--- src/hdl/ntlm_pkg.sv ---
package ntlm_pkg;

  localparam int MAX_CHARS       = 16;
  localparam int MSG_WORDS       = 9;
  localparam int LEN_WORD_IDX    = 14;
  localparam int BLOCK_WORDS     = 16;
  localparam int NUM_STAGES      = 12;
  localparam int STEPS_PER_STAGE = 4;
  localparam int STEPS_PER_ROUND = 16;

  typedef logic [31:0]          word_t;
  typedef logic [7:0]           char_t;
  typedef logic [3:0]           pwd_len_t;
  typedef logic [8*MAX_CHARS-1:0] pwd_str_t;  // char 0 in top byte
  typedef logic [127:0]         digest_t;     // digest byte 0 in top byte

  localparam word_t IV_A = 32'h67452301;
  localparam word_t IV_B = 32'hefcdab89;
  localparam word_t IV_C = 32'h98badcfe;
  localparam word_t IV_D = 32'h10325476;

  localparam word_t ROUND2_K = 32'h5a827999;  // sqrt(2)
  localparam word_t ROUND3_K = 32'h6ed9eba1;  // sqrt(3)

  // message word added by each of the 48 steps
  localparam int unsigned STEP_WORD_IDX [NUM_STAGES*STEPS_PER_STAGE] = '{
    0, 1, 2, 3,
    4, 5, 6, 7,
    8, 9, 10, 11,
    12, 13, 14, 15,
    0, 4, 8, 12,
    1, 5, 9, 13,
    2, 6, 10, 14,
    3, 7, 11, 15,
    0, 8, 4, 12,
    2, 10, 6, 14,
    1, 9, 5, 13,
    3, 11, 7, 15
  };

  // left rotate per step
  localparam int unsigned STEP_SHIFT [NUM_STAGES*STEPS_PER_STAGE] = '{
    3, 7, 11, 19,
    3, 7, 11, 19,
    3, 7, 11, 19,
    3, 7, 11, 19,
    3, 5, 9, 13,
    3, 5, 9, 13,
    3, 5, 9, 13,
    3, 5, 9, 13,
    3, 9, 11, 15,
    3, 9, 11, 15,
    3, 9, 11, 15,
    3, 9, 11, 15
  };

  typedef struct packed {
    word_t a;
    word_t b;
    word_t c;
    word_t d;
  } md4_state_t;

  typedef struct packed {
    word_t [MSG_WORDS-1:0] w;    // low message words, rest are zero
    pwd_len_t              len;  // word 14 is rebuilt from this
  } msg_blk_t;

endpackage

--- src/hdl/ntlm_string_delay.sv ---
`timescale 1ns/10ps
module ntlm_string_delay (
  input  logic               clk,
  input  logic               n_rst,
  input  ntlm_pkg::pwd_str_t instr,
  output ntlm_pkg::pwd_str_t outstr
);
  import ntlm_pkg::*;

  pwd_str_t in_q;                // matches the encoder input register
  pwd_str_t pipe [NUM_STAGES];   // one slot per md4 stage

  always_ff @(posedge clk, negedge n_rst) begin
    if (!n_rst) begin
      in_q <= '0;
      for (int i = 0; i < NUM_STAGES; i++) begin
        pipe[i] <= '0;
      end
    end else begin
      in_q    <= instr;
      pipe[0] <= in_q;
      for (int i = 1; i < NUM_STAGES; i++) begin
        pipe[i] <= pipe[i-1];
      end
    end
  end

  assign outstr = pipe[NUM_STAGES-1];

endmodule

--- config.mk ---
export PLATFORM = sky130hd
export DESIGN_NAME = ntlm_string_delay
export DESIGN_NICKNAME = d
export VERILOG_FILES = /design/src/hdl/ntlm_pkg.sv /design/src/hdl/ntlm_string_delay.sv
export SDC_FILE = /design/constraint.sdc
export NUM_CORES = 1
export LEC_CHECK = 0
export ABC_CLOCK_PERIOD_IN_PS = 800
export BUFFER_PORTS_ARGS = -buffer_cell sky130_fd_sc_hd__buf_2
export CORE_MARGIN = 1.5
export CORE_UTILIZATION = 52
export CTS_BUF_LIST = sky130_fd_sc_hd__clkbuf_16
export CTS_CLUSTER_SIZE = 14
export DETAILED_ROUTE_END_ITERATION = 12
export PLACE_DENSITY = 0.78
export SYNTH_ARGS = -nofsm -noshare
export SYNTH_HDL_FRONTEND = slang
export SYNTH_SLANG_ARGS = --single-unit
--- constraint.sdc ---
create_clock -name clk -period 0.8 [get_ports clk]
set_input_delay 0.16 -clock clk [delete_from_list [all_inputs] [get_ports clk]]
set_output_delay 0.16 -clock clk [all_outputs]
set_load 0.05 [all_outputs]
**Yosys cells after proc, flatten, opt, wreduce, memory -nomap -nowiden**

Index checks and enable logic that the tools add are counted.
Widths: inputs -> output; s select.

- Register bits after elaboration: 1664
- Output and inout bits: 128
- Input bits: 130

**Depth between registers and ports, before layout**

- Word-level depth: 0
- Depth in mapped cells: 1
- Depth with buffers taken out: 0

**Worst setup path after synthesis**

OpenSTA, ideal clock, no wires.

- Path kind: reg-to-output
- From: register pipe, in the netlist outstr[0]
- To: output outstr[0]
- Data arrival time: 0.515 ns
- Setup slack: 0.125 ns
- Required time: 0.640 ns
- Cell stages (with the launch flop): 2
- Buffers on the path: 1
- Cell sequence: dfrtp_1 buf_4

RTL lines:

| element | line | text |
|---|---|---|
| start: declaration | ntlm_string_delay.sv:11 | `pwd_str_t pipe [NUM_STAGES];` |
| start signal: indexed assignment | ntlm_string_delay.sv:23 | `pipe[i] <= pipe[i-1];` |
| end: declaration | ntlm_string_delay.sv:6 | `output ntlm_pkg::pwd_str_t outstr` |

No word-level cell between the ends.

**Worst setup path after layout**

- From: register pipe, in the netlist outstr[76]
- To: output outstr[76]

No word-level cell between the ends.

==> qor.tcl <==
set qor(timing.slew.headroom) 0.742
set qor(chipHeight_um) 289
set qor(htreeDepth) 4
set qor(synth_area_um2) 42600
set qor(netlist.top_cell.by_area) {dfrtp_1}
set qor(worst-path-max-fanout) 1
set qor(design.core.area_um2) 80800
set qor(ant_nets) 0
set qor(slowest_delay_ns) 0.45
set qor(multiInputGateArea_um2) 0
set qor(place.detailed.hpwl_um) 39600
set qor(place_congestion) 0.727
set qor(p_int_mw) 129
set qor(synth_edf_count) 0
set qor(post-route-period-util) 1.90
set qor(largest_net_degree_at_the_start_of_global_routing) 76
set qor(timing.max_cap.violations) 0
set qor(drc_errors) 0
set qor(ys_ff_latch) 1664
set qor(synth_fp_nets) 1922
set qor(critPathArrivalTime_ns) 1.36
set qor(met3_wirelength_um) 2340
set qor(power_switching_share) 0.221
set qor(met2_length_um) 43900
set qor(combinationalPowerShare) 0.032
set qor(synth-adder-area-share) 0
set qor(yosys.area.top_type_share) 0.977
set qor(initial_core_util) 0.527
set qor(yosys-mux-area-fraction) 0
set qor(wirelength_um) 74900
set qor(critPathTopFamily) {flip-flops}
set qor(boundaryPins) 258
set qor(firstDrtPassIters) 4
set qor(final_critical_path_setup_slack_ns) -0.722
set qor(clock_tree_from_tritoncts) {built}
set qor(worstSetupPathType) {reg2out}
set qor(detail_route.iter0.violations) 786
set qor(synth_area_in_compound_gates) 0
set qor(final.min_clock_period_ns) 1.52
set qor(avgViaCountPerCell) 4.39
set qor(final_setup_fails) 128
set qor(portBuffers) 257
set qor(worst_hold_path_type) {in2reg}
set qor(critical_path.cell_chain) {buf_6}
set qor(yosysSeqAreaShare) 0.977
set qor(run_status) {finished with violations}
set qor(net-switching-power_mw) 36.5
set qor(maximum_operating_frequency_mhz) 657
set qor(synth_flop_cell) {dfrtp_1}
set qor(grt_antenna_before_repair) 1
set qor(timing.hold.ws_ns) 0.0623
set qor(synth_top_family_by_area) {buffers and inverters}
set qor(grt_setup_unrepaired) {true}
set qor(synth_most_common_cell) {dfrtp_1}
set qor(timing_worst_slew_pin_value_ns) 0.388
set qor(globalRoute.totalOverflow) 0
set qor(drt-met1-wl_um) 25900
set qor(synthToLayoutAreaGrowth_pct) 23.0
set qor(power.density_cell_area_nw_per_um2) 3150
set qor(numCtsBuffers) 156
set qor(skew_final_ns) 0.0254
set qor(cp.buffers_inverters) 1
set qor(wire_per_inst_um) 21.5
set qor(p_clk_frac) 0.423
set qor(clockRootBuffer) {clkbuf_16}
set qor(ys_async_sr_fraction) 1.00
set qor(nets) 2434
set qor(detailedPlace.worstSlack_ns) -0.0324
set qor(cp-end-kind) {output port}
set qor(irDropWorstVdd_mv) 2.66
set qor(slowest_stage) {dfrtp_2}
set qor(syn-instance-count) 1792
set qor(floorplan.rows) 104
set qor(synth.avg_cell_area_um2) 23.8
set qor(die_footprint_um2) 83700
set qor(synth-xor-area-share) 0
set qor(largest_buffer_count_on_any_clock_path) 3
set qor(maxUsedRoutingLayer) {met4}
set qor(violations) {negative setup slack}
set qor(start_kind) {flip-flop}
set qor(grt_use_total) 0.192
set qor(slew_violations) 0
set qor(die_span_in_x_um) 289
set qor(synth.cells.most_frequent) {dfrtp_1 (1664), buf_4 (128)}
set qor(leading_cell_types_by_total_area_after_synthesis) {dfrtp_1 (98%), buf_4 (2.3%)}
set qor(grt_first_pass_wirelength_um) 116000
set qor(clock_insertion_delay_worst_skew_ns) 0.72
set qor(timing_hold_violations_final) 0
set qor(clk_pin_slew_worst_paths_ns) 0.06
set qor(synthesis.yosys.warnings) 0
set qor(num-multi-input-gates) 0
set qor(seqPwrFrac) 0.546
set qor(ys_types) 2
set qor(required_ns) 0.64
set qor(share_of_post_route_cells_with_drive_strength_above_1) 0.231
set qor(clock_sink_count) 1664
set qor(number_of_global_route_vias_before_repair) 19000
set qor(post_synth_and_or_nand_nor_area_fraction) 0
set qor(leakagePower_nw) 24.3
set qor(design_power_total_mw) 165
set qor(vias) 15300
==> cell type report <==
type                    count  area [µm²]
repair buffers            482        4560
clock buffers             156        3900
well taps                1060        1330
fillers                  4961       28400
flip-flops and latches   1664       41600
diodes                      1        2.50
clock inverters           120         955
==> logic make-up (layout without fill, tap and decap cells) <==
group,after synthesis,count (layout)
buffers and inverters,128,758
DFF,1664,1664
other,0,1
==> power groups by stage <==
stage	Sequential, mW	Clock, mW	Combinational [mW]
after floorplan	90.6	0	1.72
after global placement	91.0	0	4.15
after detailed placement	91.5	0	4.36
after CTS	90.3	71.7	5.34
after global routing	90.5	75.3	5.73
final	90.1	69.9	5.22
==> per-layer routing <==
metal  global-route usage  vias to the layer above
met3               0.0369                      172
li1                     -                     6455
met5                    0                        -
met1                0.213                     8359
met2                0.357                      319
met4               0.0850                        0
==> cells in the final DEF (no fill, tap or decap), drive strengths merged <==
cell type / count
buf: 353
bufinv: 8
clkbuf: 156
clkinv: 68
clkinvlp: 4
dfrtp: 1664
diode: 1
dlygate4sd3: 129
inv: 40
==> per-stage QoR <==
step                setup TNS [ns]  cells   util  area [µm²]
global route                -86.83   3483  0.648       52400
detailed placement           -1.74   3077  0.563       45500
CTS                         -86.61   3482  0.648       52400
floorplan                        0   1792      -       42600
finish                      -79.62   3483  0.648       52400
global placement                 0   3077  0.563       45500
==> state kept, by name, summed over array words and instances, names as in the netlist <==
name    flops
pipe     1408
in_q      128
outstr    128
==> repair_timing <==
action                      CTS  global route
hold endpoints to repair   1792             0
setup buffers                 0             0
hold buffers                129             0
setup endpoints to repair   128           128
resized for setup           247             0
==> worst paths after layout <==
kind	from	endpoint	slack [ns]	cells after the start
setup / recovery	outstr[76]$_DFF_PN0_	outstr[76]	-0.72	1
hold reg to reg	pipe[1466]$_DFF_PN0_	pipe[1338]$_DFF_PN0_	0.33	0
hold / removal	instr[104]	in_q[104]$_DFF_PN0_	0.06	2
max in group asynchronous	n_rst	in_q[8]$_DFF_PN0_	0.09	4
min in group asynchronous	n_rst	pipe[345]$_DFF_PN0_	0.13	3
setup reg to reg	pipe[204]$_DFF_PN0_	outstr[76]$_DFF_PN0_	0.21	0
No activity file was read; power rests on OpenSTA's default activity.
