--- src/hdl/ntlm_pkg.sv ---
package ntlm_pkg;

  localparam int MAX_CHARS       = 16;
  localparam int MSG_WORDS       = 9;
  localparam int LEN_WORD_IDX    = 14;
  localparam int BLOCK_WORDS     = 16;
  localparam int NUM_STAGES      = 12;
  localparam int STEPS_PER_STAGE = 4;
  localparam int STEPS_PER_ROUND = 16;

  typedef logic [31:0]          word_t;
  typedef logic [7:0]           char_t;
  typedef logic [3:0]           pwd_len_t;
  typedef logic [8*MAX_CHARS-1:0] pwd_str_t;  // char 0 in top byte
  typedef logic [127:0]         digest_t;     // digest byte 0 in top byte

  localparam word_t IV_A = 32'h67452301;
  localparam word_t IV_B = 32'hefcdab89;
  localparam word_t IV_C = 32'h98badcfe;
  localparam word_t IV_D = 32'h10325476;

  localparam word_t ROUND2_K = 32'h5a827999;  // sqrt(2)
  localparam word_t ROUND3_K = 32'h6ed9eba1;  // sqrt(3)

  // message word added by each of the 48 steps
  localparam int unsigned STEP_WORD_IDX [NUM_STAGES*STEPS_PER_STAGE] = '{
    0, 1, 2, 3,
    4, 5, 6, 7,
    8, 9, 10, 11,
    12, 13, 14, 15,
    0, 4, 8, 12,
    1, 5, 9, 13,
    2, 6, 10, 14,
    3, 7, 11, 15,
    0, 8, 4, 12,
    2, 10, 6, 14,
    1, 9, 5, 13,
    3, 11, 7, 15
  };

  // left rotate per step
  localparam int unsigned STEP_SHIFT [NUM_STAGES*STEPS_PER_STAGE] = '{
    3, 7, 11, 19,
    3, 7, 11, 19,
    3, 7, 11, 19,
    3, 7, 11, 19,
    3, 5, 9, 13,
    3, 5, 9, 13,
    3, 5, 9, 13,
    3, 5, 9, 13,
    3, 9, 11, 15,
    3, 9, 11, 15,
    3, 9, 11, 15,
    3, 9, 11, 15
  };

  typedef struct packed {
    word_t a;
    word_t b;
    word_t c;
    word_t d;
  } md4_state_t;

  typedef struct packed {
    word_t [MSG_WORDS-1:0] w;    // low message words, rest are zero
    pwd_len_t              len;  // word 14 is rebuilt from this
  } msg_blk_t;

endpackage

--- src/hdl/ntlm_msg_encode.sv ---
`timescale 1ns/10ps
module ntlm_msg_encode (
  input  logic               clk,
  input  logic               n_rst,
  input  ntlm_pkg::pwd_str_t instr,
  input  ntlm_pkg::pwd_len_t length,
  output ntlm_pkg::msg_blk_t msg
);
  import ntlm_pkg::*;

  pwd_str_t                   str_q;
  pwd_len_t                   len_q;
  logic [8*(MAX_CHARS+2)-1:0] str_ext;

  always_ff @(posedge clk, negedge n_rst) begin
    if (!n_rst) begin
      str_q <= '0;
      len_q <= '0;
    end else begin
      str_q <= instr;
      len_q <= length;
    end
  end

  // two spare zero slots so word 8 can index past the last char
  assign str_ext = {str_q, 16'h0000};

  // UTF-16LE expansion: char 2j in bits 7:0, char 2j+1 in bits 23:16
  always_comb begin
    int unsigned ci;
    int unsigned len_i;
    char_t       ch;
    msg   = '0;
    len_i = 32'(len_q);
    for (int j = 0; j < MSG_WORDS; j++) begin
      for (int h = 0; h < 2; h++) begin
        ci = 2 * j + h;
        ch = str_ext[8*(MAX_CHARS+1-ci) +: 8];
        if (ci < len_i) begin
          msg.w[j][16*h +: 8] = ch;
        end else if (ci == len_i) begin
          msg.w[j][16*h +: 8] = 8'h80;  // md4 pad byte
        end
      end
    end
    msg.len = len_q;
  end

endmodule

--- config.mk ---
export PLATFORM = sky130hd
export DESIGN_NAME = ntlm_msg_encode
export DESIGN_NICKNAME = d
export VERILOG_FILES = /design/src/hdl/ntlm_pkg.sv /design/src/hdl/ntlm_msg_encode.sv
export SDC_FILE = /design/constraint.sdc
export NUM_CORES = 1
export LEC_CHECK = 0
export BUFFER_PORTS_ARGS = -buffer_cell sky130_fd_sc_hd__buf_2
export CORE_AREA = 2 2 164 166
export DETAILED_ROUTE_END_ITERATION = 16
export DIE_AREA = 0 0 166 168
export SYNTH_ARGS = -nofsm -noshare
export SYNTH_HDL_FRONTEND = slang
export SYNTH_SLANG_ARGS = --single-unit
export TNS_END_PERCENT = 20
--- constraint.sdc ---
create_clock -name clk -period 1.2 [get_ports clk]
set_input_delay 0 -clock clk [delete_from_list [all_inputs] [get_ports clk]]
set_output_delay 0 -clock clk [all_outputs]
set_load 0.01 [all_outputs]
## Word level (Yosys, flattened, before mapping)

Index checks and enable logic that the tools add are counted.

- Flip-flop bits (word level): 132
- Input bits: 134
- Output and inout port bits: 292
- Logic and storage cells: 64

- $lt $le $gt $ge: 15
- Equality and inequality tests: 15
- Mux-type cells: 31
- Reduce and logical (&&, ||, !) cells: 1

Operators by type and width:

| kind | number |
|---|---|
| $mux W8 | 31 |
| $eq A4 B4 Y1 const A | 8 |
| $lt A4 B4 Y1 const A | 7 |
| $eq A3 B4 Y1 const A | 4 |
| $lt A3 B4 Y1 const A | 4 |
| $eq A2 B4 Y1 const A | 2 |
| $lt A1 B4 Y1 const A | 2 |
| $lt A2 B4 Y1 const A | 2 |
| $eq A1 B4 Y1 const A | 1 |
| $logic_not A4 Y1 | 1 |

## Depth between registers and ports, before layout

Gate-level depths: netlist of run 1.

- Depth after elaboration: 3
- Mapped depth: 5
- Mapped depth without buffers: 2

## Least setup slack after synthesis of run 1

No wires, ideal clock.

- Path type: flip-flop to output port
- Start point: reg len_q[2]
- End point: out msg[43] (netlist name)
- Data arrival time: 1.322 ns
- Data required time: 1.200 ns
- Path slack: -0.122 ns
- Stages on the path, launching flop included: 5
- Path buffers: 2
- Path through: dfrtp_1 buf_4 buf_4 or3_1 a21oi_1

RTL lines:

| what | RTL line | text |
|---|---|---|
| start: declaration | ntlm_msg_encode.sv:12 | `pwd_len_t len_q;` |
| start signal: assignment | ntlm_msg_encode.sv:21 | `len_q <= length;` |
| end: declaration | ntlm_msg_encode.sv:7 | `output ntlm_pkg::msg_blk_t msg` |

==> results.py, run 1 <==
metrics = {
    "cells_and_area": {
        "area_delta_synth_final_pct": 63.4,
        "fillerInstances": 2578,
        "layout_commonest_cell": "buf_2",
        "final_layout_size_suffix_gt1_share_pct": 39.2,
        "num_antenna_cells": 0,
        "final_core_util_pct": 33.8,
        "final_cell_mix": "buf_2 (240), conb_1 (167), dlygate4sd3_1 (126), dfrtp_1 (123), nor2b_1 (39)",
        "fin_nets": 1022,
    },
    "synth": {
        "synth-async-reset-ratio_pct": 100,
        "yosysTopAreaCell": "dfrtp_1",
        "ys_ff_latch": 124,
        "synth_area_um2": 5460,
        "synthSimpleGateAreaFrac_pct": 14.1,
        "synth-main-ff-cell": "dfrtp_1",
        "synth_compound_area_share_pct": 4.01,
        "synth_top_family_by_area": "buffers and inverters",
        "muxShareOfSynthArea_pct": 0.206,
        "yosys_warnings": 0,
        "synth_cell_types": 40,
        "synth_edf_count": 0,
        "yosys-top-cells-area": "dfrtp_1 (57%), buf_4 (24%), nor2b_1 (4.8%)",
        "synth-adder-area-share_pct": 0,
        "syn_inst": 463,
        "synth_top_area_share_pct": 56.9,
        "ys_seq_area_share_pct": 56.9,
        "postSynthAreaPerCell_um2": 11.8,
        "synth-xor-area-share_pct": 0,
    },
    "critical_path": {
        "critical_path.endpoint": "msg[39]",
        "worstPathCellList": "buf_6 -> buf_4 -> a211oi_2 -> buf_4 -> nor2b_1 -> buf_2",
        "worst_path_most_repeated_cell": "buf_4",
        "critPathLaunchType": "flip-flop",
        "path_max_fanout": 8,
        "worstSetupPathType": "reg -> out",
        "crit_buf_inv": 4,
        "worstPathRequired_ps": 1200,
        "crit_family": "buffers and inverters",
        "startpoint": "len_q[1]$_DFF_PN0_",
        "cp_num_cells": 6,
        "cpPeakStageDelay_ps": 410,
        "endpoint_kind": "output pin",
        "crit_arrival_ps": 1680,
        "crit_slowest_cell": "dfrtp_2",
    },
    "power": {
        "switching_share_pct": 26.7,
        "seq_power_share_pct": 38.1,
        "power.switching_uw": 3120,
        "ir_drop_uv": 711,
        "p_leak_uw": 0.00461,
        "p_per_area_nw_per_um2": 1310,
        "internal_power_uw": 8560,
        "power_frac_clock_pct": 46.8,
        "p_comb_share_pct": 15.0,
    },
    "timing": {
        "fin_crit_sh_pct": 140,
        "fin_crit_ps": 1680,
        "max_freq_ghz": 0.595,
        "slew_viol_final": 0,
        "fin_ws_ps": -482,
        "maxSlewHeadroom_pct": 45.4,
        "finalSetupViolCount": 124,
        "worstMarginPinSlew_ps": 819,
        "hold_viol": 0,
        "rsz0062_at_grt": "yes",
    },
    "die": {
        "coreArea_um2": 26400,
        "ios": 426,
        "die_area_um2": 27900,
        "rows": 60,
        "die_x_um": 166,
        "fp.dieH_um": 168,
        "start_util_pct": 20.7,
    },
    "grt": {
        "grt_max_degree": 47,
        "grt_pass1_wl_um": 23900,
        "grt_overflow": 0,
        "antenna_found_initial": 1,
        "track_usage_pct": 11.2,
        "grt_pass1_vias": 4494,
    },
    "placed_design": {
        "routabilityCongestion": 0.726,
        "dpl_worst_slack_ps": -91.6,
        "hpwl_um": 11000,
        "port-buffer-count": 250,
    },
    "run": {
        "maxCapViolCount": 0,
    },
    "clock_tree": {
        "clkTransAtPathRegs_ps": 70,
        "cts_inserted_buffers": 17,
        "htreeDepth": 4,
        "cts_sinks": 124,
        "clock-root-buffer": "clkbuf_16",
        "cts_tree": "done",
        "clock_path_buffers": 2,
    },
    "routing": {
        "route.detailed.drc": 0,
        "wl_per_cell_um": 12.8,
        "dr.pass1.iters": 4,
        "dr_total_vias": 4279,
        "routed_wl_um": 15900,
        "ant_nets": 0,
        "drtIter0Drc": 106,
        "avgViaCountPerCell": 3.45,
    },
    "outcome": {
        "status": "finished, violations left",
        "violations": "setup timing",
    },
    "hold_path": {
        "hold_class": "in -> async",
    },
}
==> layout make-up <==
cell class,count,area (um^2),share of cell area [%]
clock buffers,17,425,4.77
clock inverters,14,185,2.08
inverters,4,15.0,0.168
multi-input cells,320,1730,19.4
flip-flops and latches,124,3100,34.8
well taps,341,427,4.79
repair buffers,421,3030,34.0
==> metal layers <==
metal	wire length, um	global-route usage, %
met5	13	0
met4	278	4.08
met3	1470	4.21
met2	8450	20.5
met1	5720	11.6
==> through the flow <==
stage / hold WS [ps] / power [uW] / cell area, um^2 / instances / setup TNS (ps)
6_report: 157 / 11700 / 8910 / 1241 / -43370
5_1_grt: 158 / 12200 / 8910 / 1241 / -55140
4_1_cts: 143 / 11800 / 8820 / 1241 / -50390
3_5_place_dp: -122 / 5850 / 6750 / 1074 / -2010
3_3_place_gp: -121 / 5840 / 6750 / 1074 / -1690
2_1_floorplan: -296 / 5540 / 6100 / 629 / -418
==> cells by family (layout without fill, tap and decap cells) <==
logic type      after synthesis  count (layout)
mux                           1               1
flops                       124             124
simple gates                122             122
other cells                   1             167
compound gates               30              30
buf+inv                     185             456
==> flip-flops by register name (all words and copies together), names as in the netlist <==
register	cells
str_q	120
len_q	4
==> Yosys cell counts (2+ instances only) <==
cell      instances
buf_4           171
dfrtp_1         124
nor2b_1          42
and2_1           41
and3_1            8
a21boi_0          7
nand2_1           7
nor3b_1           7
a21oi_1           5
buf_2             5
nor2_1            5
inv_1             4
clkbuf_1          3
o21a_1            3
o21ai_0           3
nand3_1           2
nor3_1            2
o21ba_2           2
==> worst min-delay path: stages <==
cell	delay, ps
dlygate4sd3_1	550
buf_6	150
buf_12	240
==> what timing repair did <==
action,CTS,global route
buffers inserted,9,0
setup endpoints to repair,122,141
hold endpoints to repair,248,0
pin swaps,21,6
resized for setup,34,25
hold buffers,127,0
==> worst min-delay path by stage <==
stage | depth (start not counted) | endpoint | slack, ps | start
floorplan | 0 | len_q[0]$_DFF_PN0_ | -300 | n_rst
global placement | 1 | str_q[108]$_DFF_PN0_ | -120 | n_rst
detailed placement | 1 | str_q[52]$_DFF_PN0_ | -120 | n_rst
CTS | 3 | str_q[66]$_DFF_PN0_ | 140 | n_rst
global route | 3 | str_q[31]$_DFF_PN0_ | 160 | n_rst
finish | 3 | str_q[31]$_DFF_PN0_ | 160 | n_rst
==> power by group through the flow <==
stage	sequential, uW	clock, uW	combinational (uW)
finish	4450	5470	1760
global route	4470	5820	1920
CTS	4450	5640	1730
detailed placement	4520	0	1330
global placement	4520	0	1320
floorplan	4510	0	1030
Power figures use the tool's default switching activity.
==> run 2, diff against run 1 <==
ABC_AREA = 1   (was not set)
==> run 2 against run 1 <==
The run still ends with setup timing left. Combinational power up 3%. First-iteration DRC count down 13%. Global-route usage up 0.18 points. Via count up 7.7%. Core utilization up 0.44 points. Non-clock buffer count down 15. Clock power down 4.6%. Setup slack better by 91 ps. Synthesized area up 0.25%. Die area unchanged. Count of clock-buffer cells in the layout up 1. Critical path depth down 1. Largest power group unchanged.
==> results.py, run 2 <==
metrics = {
    "grt": {
        "grt_overflow": 0,
        "grt_pass1_vias": 4848,
        "grt_max_degree": 49,
        "antenna_found_initial": 0,
        "track_usage_pct": 11.3,
        "grt_pass1_wl_um": 24600,
    },
    "critical_path": {
        "endpoint_kind": "output pin",
        "path_max_fanout": 6,
        "worstSetupPathType": "reg -> out",
        "critPathLaunchType": "flip-flop",
        "worstPathCellList": "inv_4 -> nand2_8 -> buf_4 -> o21bai_1 -> buf_2",
        "cp_num_cells": 5,
        "crit_family": "flip-flops",
        "crit_arrival_ps": 1590,
        "cpPeakStageDelay_ps": 490,
        "crit_slowest_cell": "dfrtp_2",
        "worstPathRequired_ps": 1200,
        "crit_buf_inv": 3,
    },
    "timing": {
        "max_freq_ghz": 0.629,
        "slew_viol_final": 0,
        "fin_crit_sh_pct": 133,
        "rsz0062_at_grt": "yes",
        "setup_tns_ps": -36650,
        "fin_ws_ps": -391,
        "fin_crit_ps": 1590,
        "finalSetupViolCount": 124,
        "hold_viol": 0,
    },
    "die": {
        "start_util_pct": 20.8,
        "rows": 60,
        "ios": 426,
        "die_x_um": 166,
        "coreArea_um2": 26400,
        "fp.dieH_um": 168,
        "die_area_um2": 27900,
    },
    "placed_design": {
        "routabilityCongestion": 0.802,
        "hpwl_um": 11200,
        "dp.cells": 1188,
        "port-buffer-count": 250,
        "dpl_worst_slack_ps": -200,
        "dpl_cell_area_um2": 6730,
    },
    "synth": {
        "yosys_warnings": 0,
        "muxShareOfSynthArea_pct": 0,
        "synth_area_um2": 5470,
        "synth-async-reset-ratio_pct": 100,
        "yosys-top-cells-count": "buf_4 (168), dfrtp_1 (124), inv_1 (117)",
        "yosysMostFrequentCell": "buf_4",
        "synth_edf_count": 0,
        "ys_ff_latch": 124,
        "yosys-top-cells-area": "dfrtp_1 (57%), buf_4 (23%), inv_1 (8.0%)",
        "synthSimpleGateAreaFrac_pct": 10.5,
        "syn_inst": 576,
        "synth_compound_area_share_pct": 1.24,
        "synth-adder-area-share_pct": 0,
        "synth_top_family_by_area": "buffers and inverters",
        "yosysTopAreaCell": "dfrtp_1",
        "ys_seq_area_share_pct": 56.7,
        "postSynthAreaPerCell_um2": 9.49,
        "synth-xor-area-share_pct": 0,
        "synth-main-ff-cell": "dfrtp_1",
        "synth_cell_types": 13,
        "synth_top_area_share_pct": 56.7,
    },
    "power": {
        "p_comb_share_pct": 15.7,
        "p_per_area_nw_per_um2": 1270,
        "fin_total_pwr_uw": 11500,
        "ir_drop_uv": 723,
        "power_frac_clock_pct": 45.4,
        "power.switching_uw": 3310,
        "seq_power_share_pct": 38.9,
        "switching_share_pct": 28.8,
        "p_leak_uw": 0.00510,
        "internal_power_uw": 8200,
    },
    "clock_tree": {
        "htreeDepth": 4,
        "clock_path_buffers": 2,
        "clkTransAtPathRegs_ps": 70,
        "cts_sinks": 124,
        "cts_inserted_buffers": 17,
        "cts_tree": "done",
        "clock-root-buffer": "clkbuf_16",
    },
    "cells_and_area": {
        "area_delta_synth_final_pct": 65.1,
        "fin_nets": 1130,
        "final_cell_area_um2": 9030,
        "final_layout_size_suffix_gt1_share_pct": 38.1,
        "reg_top3": "str_q x120, len_q x4",
        "num_antenna_cells": 0,
        "final_cell_mix": "buf_2 (238), conb_1 (167), dlygate4sd3_1 (125), dfrtp_1 (120), inv_1 (106)",
        "largest_reg_flops": 120,
        "max_flop_register": "str_q",
        "layout_commonest_cell": "buf_2",
        "final_cell_count_no_fill": 1350,
    },
    "routing": {
        "routed_wl_um": 16300,
        "avgViaCountPerCell": 3.41,
        "drtIter0Drc": 92,
        "ant_nets": 0,
        "wl_per_cell_um": 12.1,
        "dr_total_vias": 4610,
        "route.detailed.drc": 0,
        "dr.pass1.iters": 4,
    },
    "outcome": {
        "violations": "setup timing",
        "status": "finished, violations left",
    },
    "run": {
        "maxCapViolCount": 0,
    },
    "hold_path": {
        "hold_class": "in -> async",
    },
}
## run 2: changes by cell type in the layout (fill, tap and decap cells not counted), moves of 6 or more
cell	before	now
and3_1	7	0
nor2b_1	39	0
nor2_4	0	12
a21boi_1	6	0
inv_4	0	7
nor2_2	1	19
nand2_2	0	6
inv_1	4	106
and2_1	38	0
nand2_1	7	19
nor2_1	4	78
nand2_4	0	11
## run 2: repair_timing
| item | 4_1_cts | 5_1_grt |
|---|---|---|
| gates cloned | 0 | 0 |
| buffers inserted | 4 | 2 |
| hold buffers | 125 | 0 |
| endpoints found under the hold margin | 248 | 0 |
| gates resized for setup | 68 | 65 |
| endpoints found under the setup margin | 124 | 125 |
| pin swaps | 9 | 5 |
## run 2: worst paths after layout
path / from / end / slack [ps]
hold / removal: n_rst / str_q[53]$_DFF_PN0_ / 20
setup / recovery: len_q[2]$_DFF_PN0_ / msg[11] / -390
min in group clk: instr[94] / str_q[94]$_DFF_PN0_ / 220
max in group asynchronous: n_rst / len_q[2]$_DFF_PN0_ / 590
## run 2: metrics by stage
step	util, %	hold slack [ps]
after detailed placement	25.5	-84.8
after floorplan	-	-296
after CTS	33.3	1.89
after global placement	25.5	-84.1
final	34.3	22.8
after global routing	34.3	32.7
## run 2: routing by layer
metal | track usage, % | up-vias | part of all wire, %
met4 | 5.10 | 0 | 2.6
li1 | - | 2147 | -
met3 | 4.30 | 25 | 8.8
met5 | 0 | - | 0
met2 | 21.3 | 290 | 54
met1 | 11.0 | 2148 | 34
## run 2: final cells by class
type                       count  area, um^2
inverter                     117         462
sequential                   124        3110
clock buffer                  18         439
clock inverter                14         145
fill                        2606       17300
multi-input combinational    330        1560
tap                          341         427
timing repair buffer         406        2890
## run 2: power groups by stage
stage	Sequential, uW	Clock, uW	Combinational, uW
3_5_place_dp	4540	0	1300
5_1_grt	4490	5530	1980
2_1_floorplan	4520	0	1010
3_3_place_gp	4530	0	1290
4_1_cts	4470	5390	1700
6_report	4480	5220	1810
## run 2: cells by family (layout without fill, tap and decap cells)
| kind of cell | after synthesis | after routing |
|---|---|---|
| AND/OR/NAND/NOR | 150 | 150 |
| buffers and inverters | 288 | 555 |
| AO/OA/AOI/OAI | 13 | 13 |
| flip-flops | 124 | 124 |
| other | 1 | 167 |
